**src/led_cfg.svh**
```systemverilog
`ifndef LED_CFG_SVH
`define LED_CFG_SVH

// Panel geometry.
`define LED_DRIVERS 2
`define LED_WORDS 9
`define LED_COLUMNS 8

// Dark time between columns, in enabled cycles.
`define LED_BLANKING 72

// Function-control word shifted out after reset.
`define LED_DEFAULT_FC 48'h0001_0E7F_F3C0

`endif

```
**src/led_pkg.sv**
```systemverilog
`default_nettype none

`include "led_cfg.svh"

package led_pkg;

    typedef logic [$clog2(`LED_COLUMNS * `LED_DRIVERS * `LED_WORDS)-1:0] fb_addr_t;

    // One frame-buffer access.
    typedef struct packed {
        logic        valid;
        logic        write;
        fb_addr_t    addr;
        logic [47:0] data;
    } fb_req_t;

    localparam logic KIND_PIXEL = 1'b0;
    localparam logic KIND_CONFIG = 1'b1;

    typedef struct packed {
        logic        kind;
        logic [2:0]  spare;
        logic [2:0]  col;
        logic        drv;
        logic [3:0]  word;
        logic [39:0] gs;     // Grayscale.
    } host_pixel_t;

    typedef struct packed {
        logic        kind;
        logic [2:0]  spare;
        logic [47:0] fc;     // Function-control word.
    } host_config_t;

    // Host word, decoded by its kind bit.
    typedef union packed {
        host_pixel_t  pix;
        host_config_t cfg;
    } host_cmd_u;

    typedef enum logic [3:0] {
        STALL,
        SEND_TMGRST,
        PREPARE_CONFIG,
        CONFIG,
        WRTFC_TIMING,
        WAIT_FOR_SOF,
        BLANKING,
        PAUSE_SCLK,
        SHIFT_REGISTER
    } drv_state_e;

endpackage

`default_nettype wire

```
**src/host_port.sv**
```systemverilog
`default_nettype none

`include "led_cfg.svh"

module host_port import led_pkg::*; (
    input  logic        clk,
    input  logic        nrst,
    input  logic        host_wr,
    input  host_cmd_u   host_word,
    output fb_req_t     host_req,
    output logic        cfg_load,
    output logic [47:0] cfg_word
);

    localparam int WORDS = `LED_WORDS;
    localparam int COL_WORDS = `LED_DRIVERS * `LED_WORDS;

    logic        req_valid;
    fb_addr_t    req_addr;
    logic [47:0] req_data;
    fb_addr_t    pixel_addr;

    // Word index above 8 spills into the next slot; the host keeps it in range.
    assign pixel_addr = fb_addr_t'(host_word.pix.col) * fb_addr_t'(COL_WORDS)
                      + fb_addr_t'(host_word.pix.drv) * fb_addr_t'(WORDS)
                      + fb_addr_t'(host_word.pix.word);

    always_ff @(posedge clk or negedge nrst) begin
        if (!nrst) begin
            req_valid <= 1'b0;
            cfg_load <= 1'b0;
        end else begin
            req_valid <= host_wr && host_word.pix.kind == KIND_PIXEL;
            cfg_load <= host_wr && host_word.cfg.kind == KIND_CONFIG;
        end
    end

    always_ff @(posedge clk) begin
        if (host_wr) begin
            req_addr <= pixel_addr;
            req_data <= {host_word.pix.gs, 8'h00};  // Grayscale sits in the top 40 bits.
            cfg_word <= host_word.cfg.fc;
        end
    end

    assign host_req = '{valid: req_valid, write: 1'b1, addr: req_addr, data: req_data};

endmodule

`default_nettype wire

```
**config.mk**
```make
export PLATFORM = sky130hd
export DESIGN_NAME = host_port
export DESIGN_NICKNAME = d
export VERILOG_FILES = /design/src/led_pkg.sv /design/src/host_port.sv
export VERILOG_INCLUDE_DIRS = /design/src
export SDC_FILE = /design/constraint.sdc
export NUM_CORES = 1
export LEC_CHECK = 0
export BUFFER_PORTS_ARGS = -buffer_cell sky130_fd_sc_hd__buf_2
export CAP_MARGIN = 20
export CORE_MARGIN = 4
export CORE_UTILIZATION = 40
export CTS_CLUSTER_SIZE = 24
export DETAILED_ROUTE_END_ITERATION = 7
export PLACE_DENSITY = 0.78
export SETUP_SLACK_MARGIN = 0.02
export SYNTH_ARGS = -nofsm -noshare
export SYNTH_HDL_FRONTEND = slang
export SYNTH_SLANG_ARGS = --single-unit
```
**constraint.sdc**
```tcl
create_clock -name clk -period 0.8 [get_ports clk]
set_clock_uncertainty 0.1 [all_clocks]
set_input_delay 0.04 -clock clk [delete_from_list [all_inputs] [get_ports clk]]
set_output_delay 0.04 -clock clk [all_outputs]
set_load 0.005 [all_outputs]
```
## Word-level counts from Yosys, hierarchy flattened

Index checks and enable logic that the tools add are counted.

| word-level totals | value |
|---|---|
| memories | 0 |
| output and inout port bits | 107 |
| RAM bits | 0 |
| logic and storage cells | 12 |
| bits in read-only memories | 0 |
| latch bits | 0 |
| flip-flop bits (word level) | 98 |
| bits of input ports | 55 |

| operators by class | value |
|---|---|
| div/mod/pow operators | 0 |
| $add $sub $neg | 2 |
| reductions and logical operators | 2 |
| muxes and demuxes | 0 |
| shift-type cells | 0 |
| $lt $le $gt $ge | 0 |
| multipliers | 2 |
| bitwise logic cells | 1 |
| eq/ne operators | 0 |

Operator list:

| cell | count |
|---|---|
| adder 8 x 4 -> 8 bit | 1 |
| adder 8 x 5 -> 8 bit | 1 |
| multiplier 3 x 4 -> 7 bit (second input constant) | 1 |
| multiplier 1 x 4 -> 5 bit (second input constant) | 1 |
| logical AND 1 bit | 2 |
| inverter 1 bit | 1 |

## Longest topological paths before layout

Gate-level depths: netlist (run 1).

| logic depth | value |
|---|---|
| depth in word-level cells | 3 |
| mapped depth | 6 |
| gate-level depth less buffers | 6 |

## Least setup slack after synthesis (run 1)

OpenSTA, ideal clock, no wires.

| timing | value |
|---|---|
| kind | input-to-reg |
| start | input host_word[41] (netlist name) |
| end | register req_addr[5], data pin |
| setup slack | -0.869 ns |
| arrival | 1.311 ns |
| library setup time | 0.258 ns |
| stages | 6 |
| path through | ha_1 > ha_1 > fa_1 > a21o_1 > a21oi_2 > xnor2_1 |

| between the ends | value |
|---|---|
| word-level cells in the longest chain between the ends | 1 |

RTL lines:

| what | line | source |
|---|---|---|
| start, declared | host_port.sv:9 | `input host_cmd_u host_word,` |
| adder 8 x 4 -> 8 bit | host_port.sv:26 | `+ fb_addr_t'(host_word.pix.word);` |
| named net pixel_addr[5] | host_port.sv:21 | `fb_addr_t pixel_addr;` |
| end signal, assigned | host_port.sv:40 | `req_addr <= pixel_addr;` |
| end, declared | host_port.sv:19 | `fb_addr_t req_addr;` |

The timed path passes the listed nets, and every way through them passes these cells.
A chain may end at the register's enable or synchronous reset.

## Worst setup path after layout (run 1)

| timing | value |
|---|---|
| start | input host_word[43] (netlist name) |
| end | register req_addr[5], data pin |

Same word-level chain as after synthesis.

==> out/metrics.cfg, run 1 <==
[placement]
port-buffer-count = 149
dp_slack_ns = -0.9409
globalplace.congestion = 0.7995
dp_hpwl_um = 3819

[grt]
grt_pass1_wl_um = 8438
use_met1 = 0.1429
met2_usage = 0.2968
overflow = 0
grt_pass1_vias = 1722
grt_util_met3 = 0.06084
grt-busiest-layer = met2
grt_usage = 0.1557
antenna_found_initial = 0
grt_start_max_net_pins = 31

[sta]
setup_slack_ns = -0.5798
hold_viol_final = 6
fin_crit_sh = 1.725
max_freq_ghz = 0.7248
finalSetupViolCount = 104
slew_viol_final = 0
rsz0062_at_grt = yes
whs_ns = -0.2062
layout_min_cycle_time_ns = 1.380

[worst_setup_path]
slowest_stage = fa_1
critPathKind = in -> reg
cpPeakStageDelay_ns = 0.59
cp.required_ns = 0.78
startpoint_type = input pin
path_max_fanout = 4
crit_chain = buf_8, fa_1, ha_4, a21o_1, a21oi_2, xnor2_1
crit_arrival_ns = 1.36
worst_setup_path_end_kind = register

[clock_network]
cts-root-buf = clkbuf_8
cts_tree = done
holdBufCountCts = 45
cts.clk_slew.worst_paths_ns = 0.06
cts.sinks = 58
numCtsBuffers = 9
cts_buffer_depth = 2
h-tree-depth = 3

[final_layout]
syn_to_final_growth_pct = 57.36
post-route-util = 0.6611
drive_gt1_frac = 0.5796
fin_nets = 373
num_antenna_cells = 0
fill_cells = 441

[floorplanning]
dieArea_um2 = 7182
die_w_um = 84.75
rows = 27
start_util = 0.4201
fp.dieH_um = 84.75
core_um2 = 5608
io-pin-count = 162

[routing]
drt_iter0_markers = 58
vias = 1624
wl_per_cell_um = 14.08
drtAntennaViolNets = 0
firstDrtPassIters = 4
viasPerCell = 4.207
drc_errors = 0
wl_um = 5434

[logic_synthesis]
seq_area_frac_synth = 0.7350
yosys_warnings = 0
ys_ff_latch = 58
synth.distinct_cells = 19
netlist_instances = 136
synth_area_um2 = 2356
syn_area_per_cell_um2 = 17.32

[hold_path]
hp-class = in -> reg
hold-path-cell-count = 1
min_from = host_word[43]
whs_endpoint = cfg_word[43]

[outcome]
violations = hold timing, setup timing
outcome = finished, violations left

[power_and_ir_drop]
irDropWorstVdd_v = 0.001245
report.power.total_uw = 7714
powerDensity_nw_per_um2 = 2081
leakage_uw = 0.001682

[job]
max-cap-violations = 0

what timing repair did:
action | CTS | global route
pin swaps | 5 | 2
hold endpoints to repair | 53 | 6
resized for setup | 9 | 2
buffers inserted | 2 | 0
setup endpoints to repair | 104 | 104
cells in the mapped netlist:
library cell / instances / area share
nand3_1: 2 / 0.0042
xor2_1: 3 / 0.011
a21oi_1: 1 / 0.0021
a21o_1: 1 / 0.0032
dfrtp_1: 2 / 0.021
nand2_1: 2 / 0.0032
edfxtp_1: 56 / 0.71
a21oi_2: 1 / 0.0037
buf_4: 50 / 0.16
nor2b_1: 1 / 0.0027
o21bai_1: 1 / 0.0032
conb_1: 2 / 0.0032
inv_1: 1 / 0.0016
xnor2_1: 1 / 0.0037
o211ai_2: 1 / 0.0053
and2_1: 1 / 0.0027
fa_1: 2 / 0.017
nor2_1: 1 / 0.0016
ha_1: 7 / 0.037
logic make-up (layout without fill, tap and decap cells):
group | Yosys count | count (layout) | synth area share
other | 2 | 9 | 0.003188
buffers and inverters | 51 | 222 | 0.1609
AND/OR/NAND/NOR | 7 | 7 | 0.01434
XOR/XNOR | 4 | 4 | 0.01487
flip-flops | 58 | 58 | 0.7350
adder cells (fa/ha/maj) | 9 | 9 | 0.05417
AO/OA/AOI/OAI | 5 | 5 | 0.01753
worst max-delay path: cells and delay by family:
family | cells | cell delay, ns
compound gates | 2 | 0.32
fa+ha+maj | 2 | 0.81
xor+xnor | 1 | 0.08
buf+inv | 1 | 0.10
through the flow:
step	cell area, um^2	std cells	setup TNS, ns
after detailed placement	2982	323	-5.238
after floorplan	2429	143	-3.721
after global placement	2982	323	-4.881
after CTS	3700	386	-22.01
after global routing	3707	386	-25.60
final	3707	386	-19.97
area by class of cell:
type | count | area [um^2] | area share
clock buffer | 9 | 123.9 | 0.03341
clock inverter | 7 | 83.83 | 0.02261
inverter | 1 | 3.754 | 0.001012
multi-input combinational | 34 | 330.3 | 0.08910
sequential | 58 | 1732 | 0.4671
tap | 72 | 90.09 | 0.02430
timing repair buffer | 205 | 1344 | 0.3625
power by group:
group          switching [uW]  total (uW)  leakage, uW  internal, uW
clock network            1080        2800     0.000102          1710
registers                91.4        3730     0.000574          3640
logic                     488        1190      0.00101           700
registers in the layout, summed over array words and instances (netlist names):
signal,count
cfg_load,1
cfg_word,48
req_addr,8
req_valid,1
placed cells by master, fill, tap and decap left out:
| cell type | count |
|---|---|
| fa_1 | 1 |
| and2_1 | 1 |
| clkbuf_8 | 9 |
| clkinv_2 | 1 |
| buf_4 | 8 |
| nand2_1 | 2 |
| ha_1 | 2 |
| clkinvlp_4 | 1 |
| clkinv_1 | 3 |
| edfxtp_1 | 56 |
| o21bai_1 | 1 |
| buf_12 | 2 |
| buf_8 | 3 |
| nor2_1 | 1 |
| xor2_1 | 3 |
| conb_1 | 9 |
| fa_2 | 1 |
| ha_2 | 1 |
| o211ai_2 | 1 |
| xnor2_1 | 1 |
| a21o_1 | 1 |
| dlygate4sd3_1 | 45 |
| bufinv_16 | 2 |
| inv_1 | 1 |
| a21oi_2 | 2 |
| nand3_1 | 2 |
| buf_2 | 145 |
| nor2b_1 | 1 |
| dfrtp_1 | 2 |
| buf_6 | 2 |
| ha_4 | 4 |
per-layer routing:
metal | wire length, um | vias to the layer above
met5 | 0 | -
met4 | 129 | 0
met3 | 614 | 15
met1 | 1605 | 746
li1 | - | 768
met2 | 3085 | 95
worst max path at each step:
stage / startpoint / endpoint / cells after the start
after floorplan: host_word[43] / req_addr[5] / 5
after global placement: host_word[43] / req_addr[5] / 6
after detailed placement: host_word[43] / req_addr[5] / 6
after CTS: host_word[43] / req_addr[5] / 6
after global routing: host_word[43] / req_addr[5] / 6
final: host_word[43] / req_addr[5] / 6
(Power assumes the default switching activity.)
==> run 2: changes to the inputs <==
--- a/config.mk
+++ b/config.mk
@@ -12,6 +12,7 @@
 export CORE_UTILIZATION = 40
 export CTS_CLUSTER_SIZE = 24
 export DETAILED_ROUTE_END_ITERATION = 7
+export GPL_TIMING_DRIVEN = 0
 export PLACE_DENSITY = 0.78
 export SETUP_SLACK_MARGIN = 0.02
 export SYNTH_ARGS = -nofsm -noshare
==> run 2 against run 1 <==
Against the previous run:
- the run still ends with hold timing, setup timing left
- die area did not move
- sequential power rose by 2%
- non-clock buffer count increased by 45
- cell count increased by 12%
- critical path depth unchanged
- wire length rose by 42%
- clock-buffer cell count grew 1
- maximum frequency increased by 2.8%
- worst setup slack gained 0.037 ns
- worst hold slack better by 0.010 ns
- first-iteration DRC count grew 60%
- largest cell class is now buffers
- largest power group unchanged
==> out/metrics.cfg, run 2 (synthesis gave the netlist of run 1 again) <==
[floorplanning]
rows = 27  ; unchanged
fp.dieH_um = 84.75  ; unchanged
io-pin-count = 162  ; unchanged
dieArea_um2 = 7182  ; unchanged
die_w_um = 84.75  ; unchanged
core_um2 = 5608  ; unchanged
start_util = 0.4201  ; unchanged

[sta]
max_freq_ghz = 0.7450  ; was 0.7248 GHz
layout_min_cycle_time_ns = 1.342  ; was 1.380 ns
setup_slack_ns = -0.5424  ; was -0.5798 ns
finalSetupViolCount = 104  ; unchanged
hold_viol_final = 4  ; was 6
fin_crit_sh = 1.678  ; was 1.725
whs_ns = -0.1962  ; was -0.2062 ns
rsz0062_at_grt = yes  ; unchanged
slew_viol_final = 0  ; unchanged
fin_setup_tns_ns = -28.03  ; was -19.97 ns

[power_and_ir_drop]
p_int_uw = 6515  ; was 6053 uW
p_comb_frac = 0.208  ; was 0.154
irDropWorstVdd_v = 0.002068  ; was 0.001245 V
report.power.total_uw = 8407  ; was 7714 uW
switching_share = 0.2251  ; was 0.2154
powerDensity_nw_per_um2 = 1891  ; was 2081 nW/um^2
seqPwrFrac = 0.452  ; was 0.483
p_sw_uw = 1892  ; was 1662 uW
clkPwrFrac = 0.340  ; was 0.363
leakage_uw = 0.002029  ; was 0.001682 uW

[outcome]
violations = hold timing, setup timing  ; unchanged
outcome = finished, violations left  ; unchanged

[final_layout]
drive_gt1_frac = 0.6295  ; was 0.5796
final_cell_mix = buf_2, buf_6, edfxtp_1  ; was buf_2, edfxtp_1, dlygate4sd3_1
post-route-util = 0.7930  ; was 0.6611
mostFrequentLayoutCell = buf_2  ; unchanged
stdcell_area_um2 = 4447  ; was 3707 um^2
top_register = cfg_word  ; unchanged
syn_to_final_growth_pct = 88.74  ; was 57.36%
fin_nets = 418  ; was 373
fill_cells = 326  ; was 441
largest_reg_flops = 48  ; unchanged
reg.largest.list = cfg_word x48, req_addr x8  ; unchanged

[worst_setup_path]
path_max_fanout = 4  ; unchanged
cp.required_ns = 0.78  ; about the same
startpoint_type = input pin  ; unchanged
crit_arrival_ns = 1.32  ; was 1.36 ns
worst_setup_path_end_kind = register  ; unchanged
crit_start = host_word[47]  ; was host_word[43]
critPathKind = in -> reg  ; unchanged

[grt]
grt_pass1_vias = 2099  ; was 1722
grt_usage = 0.2005  ; was 0.1557
grt_pass1_wl_um = 10830  ; was 8438 um
antenna_found_initial = 0  ; unchanged
overflow = 0  ; unchanged
grt_start_max_net_pins = 36  ; was 31

[clock_network]
holdBufCountCts = 48  ; was 45
cts.clk_slew.worst_paths_ns = 0.06  ; about the same
cts_buffer_depth = 2  ; unchanged
h-tree-depth = 3  ; unchanged
numCtsBuffers = 9  ; unchanged
cts.sinks = 58  ; unchanged
cts_tree = done  ; unchanged
cts-root-buf = clkbuf_8  ; unchanged

[placement]
dp_hpwl_um = 4167  ; was 3819 um
placed_area_um2 = 3284  ; was 2982 um^2
globalplace.congestion = 0.7412  ; was 0.7995
port-buffer-count = 149  ; unchanged

[hold_path]
min_from = host_word[44]  ; was host_word[43]
hp-class = in -> reg  ; unchanged
hold-path-cell-count = 1  ; unchanged

[routing]
drtAntennaViolNets = 0  ; unchanged
viasPerCell = 4.428  ; was 4.207
drc_errors = 0  ; unchanged
drt_iter0_markers = 93  ; was 58
firstDrtPassIters = 4  ; unchanged
vias = 1913  ; was 1624
wl_um = 7693  ; was 5434 um
wl_per_cell_um = 17.81  ; was 14.08 um

[job]
max-cap-violations = 0  ; unchanged

[run 2: cell types whose count changed in the layout (fill, tap and decap cells not counted), sizes merged]
| cell | delta |
|---|---|
| dlygate4sd3 | +3 |
| clkbuf | +2 |
| diode | +1 |
| clkinv | -1 |
| buf | +41 |
[run 2: what timing repair did]
item                                    4_1_cts  5_1_grt
hold endpoints to repair                     55        4
pin swaps                                     5        4
setup buffers                                 3        1
gates resized for setup                      56       33
endpoints found under the setup margin      139      107
[run 2: routing by layer]
layer	share of wire	GRT usage	vias to the layer above
li1	-	-	860
met1	0.31	0.1845	922
met5	0	0	-
met3	0.087	0.07458	19
met4	0.027	0.07338	0
met2	0.57	0.3929	112
[run 2: worst paths after layout]
check,slack (ns),endpoint
min,-0.20,cfg_word[44]
min in group asynchronous,0.37,req_valid
max in group asynchronous,0.09,cfg_load
max,-0.54,req_addr[5]
[run 2: cell type report]
| type | count | area, um^2 | share of cell area |
|---|---|---|---|
| Inverter | 1 | 3.754 | 0.0008441 |
| Buffer | 49 | 495.5 | 0.1114 |
| Sequential cell | 58 | 1732 | 0.3894 |
| Timing Repair Buffer | 201 | 1572 | 0.3534 |
| Clock buffer | 10 | 127.6 | 0.02870 |
| Multi-Input combinational cell | 34 | 342.8 | 0.07710 |
| Antenna cell | 1 | 2.502 | 0.0005627 |
| Clock inverter | 6 | 81.33 | 0.01829 |
| Tap cell | 72 | 90.09 | 0.02026 |
[run 2: stage by stage]
stage	worst slack, ns	hold slack, ns	instances
2_1_floorplan	-0.7462	-0.3556	143
3_3_place_gp	-0.9298	-0.2756	364
5_1_grt	-0.5805	-0.2143	431
4_1_cts	-0.5599	-0.2092	431
6_report	-0.5424	-0.1962	432
3_5_place_dp	-0.9504	-0.2738	365
[run 2: power groups by stage]
stage / Sequential, uW / Clock, uW / Combinational [uW]
global route: 3820 / 3100 / 1880
detailed placement: 3810 / 0 / 1160
global placement: 3800 / 0 / 1120
floorplan: 3840 / 0 / 459
finish: 3800 / 2860 / 1750
CTS: 3750 / 2900 / 1630
[run 2: worst max-delay path, cell delays in order]
cell and delay (ns):
buf_6 0.10, fa_1 0.57, ha_4 0.22, a21o_1 0.16, a21oi_2 0.16, xnor2_1 0.08
==> run 3: changes to the inputs <==
--- a/config.mk
+++ b/config.mk
@@ -10,6 +10,7 @@
 export CAP_MARGIN = 20
 export CORE_MARGIN = 4
 export CORE_UTILIZATION = 40
+export CTS_BUF_LIST = sky130_fd_sc_hd__clkbuf_4 sky130_fd_sc_hd__clkbuf_8
 export CTS_CLUSTER_SIZE = 24
 export DETAILED_ROUTE_END_ITERATION = 7
 export GPL_TIMING_DRIVEN = 0
==> run 3 against run 2 <==
Against the previous run:
- the run still ends with hold timing, setup timing left
- design area did not move
- wire length decreased by 0.81%
- flip-flop and latch count stayed put
- largest power group unchanged
- clock power about the same
- worst hold slack improved by 0.0026 ns
- via count fell by 0.68%
- clock-buffer cell count is the same
==> out/metrics.cfg, run 3 (synthesis gave the netlist of run 1 again) <==
[worst_setup_path]
worst_setup_path_end_kind = register  ; unchanged
crit_arrival_ns = 1.32  ; about the same
cpPeakStageDelay_ns = 0.57  ; about the same
startpoint_type = input pin  ; unchanged
path_max_fanout = 4  ; unchanged
crit_buf_inv = 1  ; unchanged
slowest_stage = fa_1  ; unchanged
cp_top_family = adder cells  ; unchanged
cp.required_ns = 0.78  ; about the same
crit_chain = buf_6, fa_1, ha_4, a21o_1, a21oi_2, xnor2_1  ; unchanged
critPathKind = in -> reg  ; unchanged

[power_and_ir_drop]
powerDensity_nw_per_um2 = 1893  ; was 1891 nW/um^2
clkPwrFrac = 0.342  ; was 0.340
p_comb_frac = 0.207  ; was 0.208
switching_share = 0.2222  ; was 0.2251
leakage_uw = 0.002031  ; was 0.002029 uW
report.power.total_uw = 8417  ; was 8407 uW
seqPwrFrac = 0.451  ; was 0.452
p_int_uw = 6547  ; was 6515 uW
p_sw_uw = 1870  ; was 1892 uW
irDropWorstVdd_v = 0.002061  ; was 0.002068 V

[sta]
max_freq_ghz = 0.7436  ; was 0.7450 GHz
finalSetupViolCount = 104  ; unchanged
layout_min_cycle_time_ns = 1.345  ; was 1.342 ns
fin_crit_sh = 1.681  ; was 1.678
slew_viol_final = 0  ; unchanged
rsz0062_at_grt = yes  ; unchanged
setup_slack_ns = -0.5447  ; was -0.5424 ns
whs_ns = -0.1936  ; was -0.1962 ns
hold_viol_final = 4  ; unchanged

[hold_path]
hp-class = in -> reg  ; unchanged
whs_endpoint = cfg_word[44]  ; unchanged
hold-path-cell-count = 1  ; unchanged
min_from = host_word[44]  ; unchanged

[clock_network]
cts.sinks = 58  ; unchanged
cts-root-buf = clkbuf_8  ; unchanged
cts_buffer_depth = 2  ; unchanged
cts_tree = done  ; unchanged
numCtsBuffers = 9  ; unchanged
h-tree-depth = 3  ; unchanged
cts.clk_slew.worst_paths_ns = 0.06  ; about the same
holdBufCountCts = 48  ; unchanged

[final_layout]
mostFrequentLayoutCell = buf_2  ; unchanged
stdcell_area_um2 = 4447  ; unchanged
largest_reg_flops = 48  ; unchanged
fin_nets = 418  ; unchanged
drive_gt1_frac = 0.6323  ; was 0.6295
top_register = cfg_word  ; unchanged
final_cell_mix = buf_2, buf_6, edfxtp_1  ; unchanged
reg.largest.list = cfg_word x48, req_addr x8  ; unchanged
syn_to_final_growth_pct = 88.74  ; unchanged

[routing]
wl_um = 7631  ; was 7693 um
wl_per_cell_um = 17.66  ; was 17.81 um
drt_iter0_markers = 99  ; was 93
vias = 1900  ; was 1913
drc_errors = 0  ; unchanged
firstDrtPassIters = 4  ; unchanged
drtAntennaViolNets = 0  ; unchanged
viasPerCell = 4.398  ; was 4.428

[grt]
grt_start_max_net_pins = 36  ; unchanged
antenna_found_initial = 0  ; unchanged
grt_pass1_wl_um = 10840  ; was 10830 um
grt_pass1_vias = 2098  ; was 2099
overflow = 0  ; unchanged
grt_usage = 0.2005  ; unchanged

[placement]
port-buffer-count = 149  ; unchanged
globalplace.congestion = 0.7412  ; unchanged
placed_area_um2 = 3284  ; unchanged
dp_hpwl_um = 4167  ; unchanged

[floorplanning]
io-pin-count = 162  ; unchanged
die_w_um = 84.75  ; unchanged
rows = 27  ; unchanged
dieArea_um2 = 7182  ; unchanged
start_util = 0.4201  ; unchanged
fp.dieH_um = 84.75  ; unchanged
core_um2 = 5608  ; unchanged

[outcome]
violations = hold timing, setup timing  ; unchanged
outcome = finished, violations left  ; unchanged

[job]
max-cap-violations = 0  ; unchanged

[run 3: power groups by stage]
stage | Clock [uW] | Combinational [uW] | Sequential (uW)
finish | 2880 | 1750 | 3800
global route | 3110 | 1870 | 3820
CTS | 2930 | 1630 | 3750
detailed placement | 0 | 1160 | 3810
global placement | 0 | 1120 | 3800
floorplan | 0 | 459 | 3840
[run 3: area by class of cell]
class / count / area [um^2]
inverter: 1 / 3.754
clock inverter: 6 / 81.33
timing repair buffer: 201 / 1572
fill: 320 / 1161
buffer: 49 / 491.7
antenna: 1 / 2.502
clock buffer: 10 / 131.4
sequential: 58 / 1732
tap: 72 / 90.09
multi-input combinational: 34 / 342.8
[run 3: how the worst max path moves through the flow]
stage	depth (start not counted)	startpoint	to
after floorplan	5	host_word[43]	req_addr[5]
after global placement	7	host_word[41]	req_addr[5]
after detailed placement	7	host_word[41]	req_addr[5]
after CTS	6	host_word[43]	req_addr[5]
after global routing	6	host_word[47]	req_addr[5]
final	6	host_word[47]	req_addr[5]
[run 3: timing repair]
| action | 4_1_cts | 5_1_grt |
|---|---|---|
| setup buffers | 3 | 1 |
| endpoints found under the hold margin | 55 | 4 |
| resized for setup | 56 | 32 |
| setup endpoints to repair | 139 | 107 |
| pin swaps | 5 | 4 |
[run 3: routing by layer]
layer | part of all wire | GRT usage | up-vias
met5 | 0 | 0 | -
met4 | 0.032 | 0.07338 | 0
met3 | 0.090 | 0.07458 | 21
met2 | 0.58 | 0.3929 | 109
met1 | 0.30 | 0.1845 | 910
li1 | - | - | 860
[run 3: stage by stage]
stage,setup TNS [ns],setup slack [ns],util,std cells
global route,-32.16,-0.5802,0.7925,431
detailed placement,-23.05,-0.9504,0.5857,365
finish,-27.59,-0.5447,0.7930,432
floorplan,-3.721,-0.7462,-,143
CTS,-27.17,-0.5599,0.7709,431
global placement,-43.73,-0.9298,0.5821,364
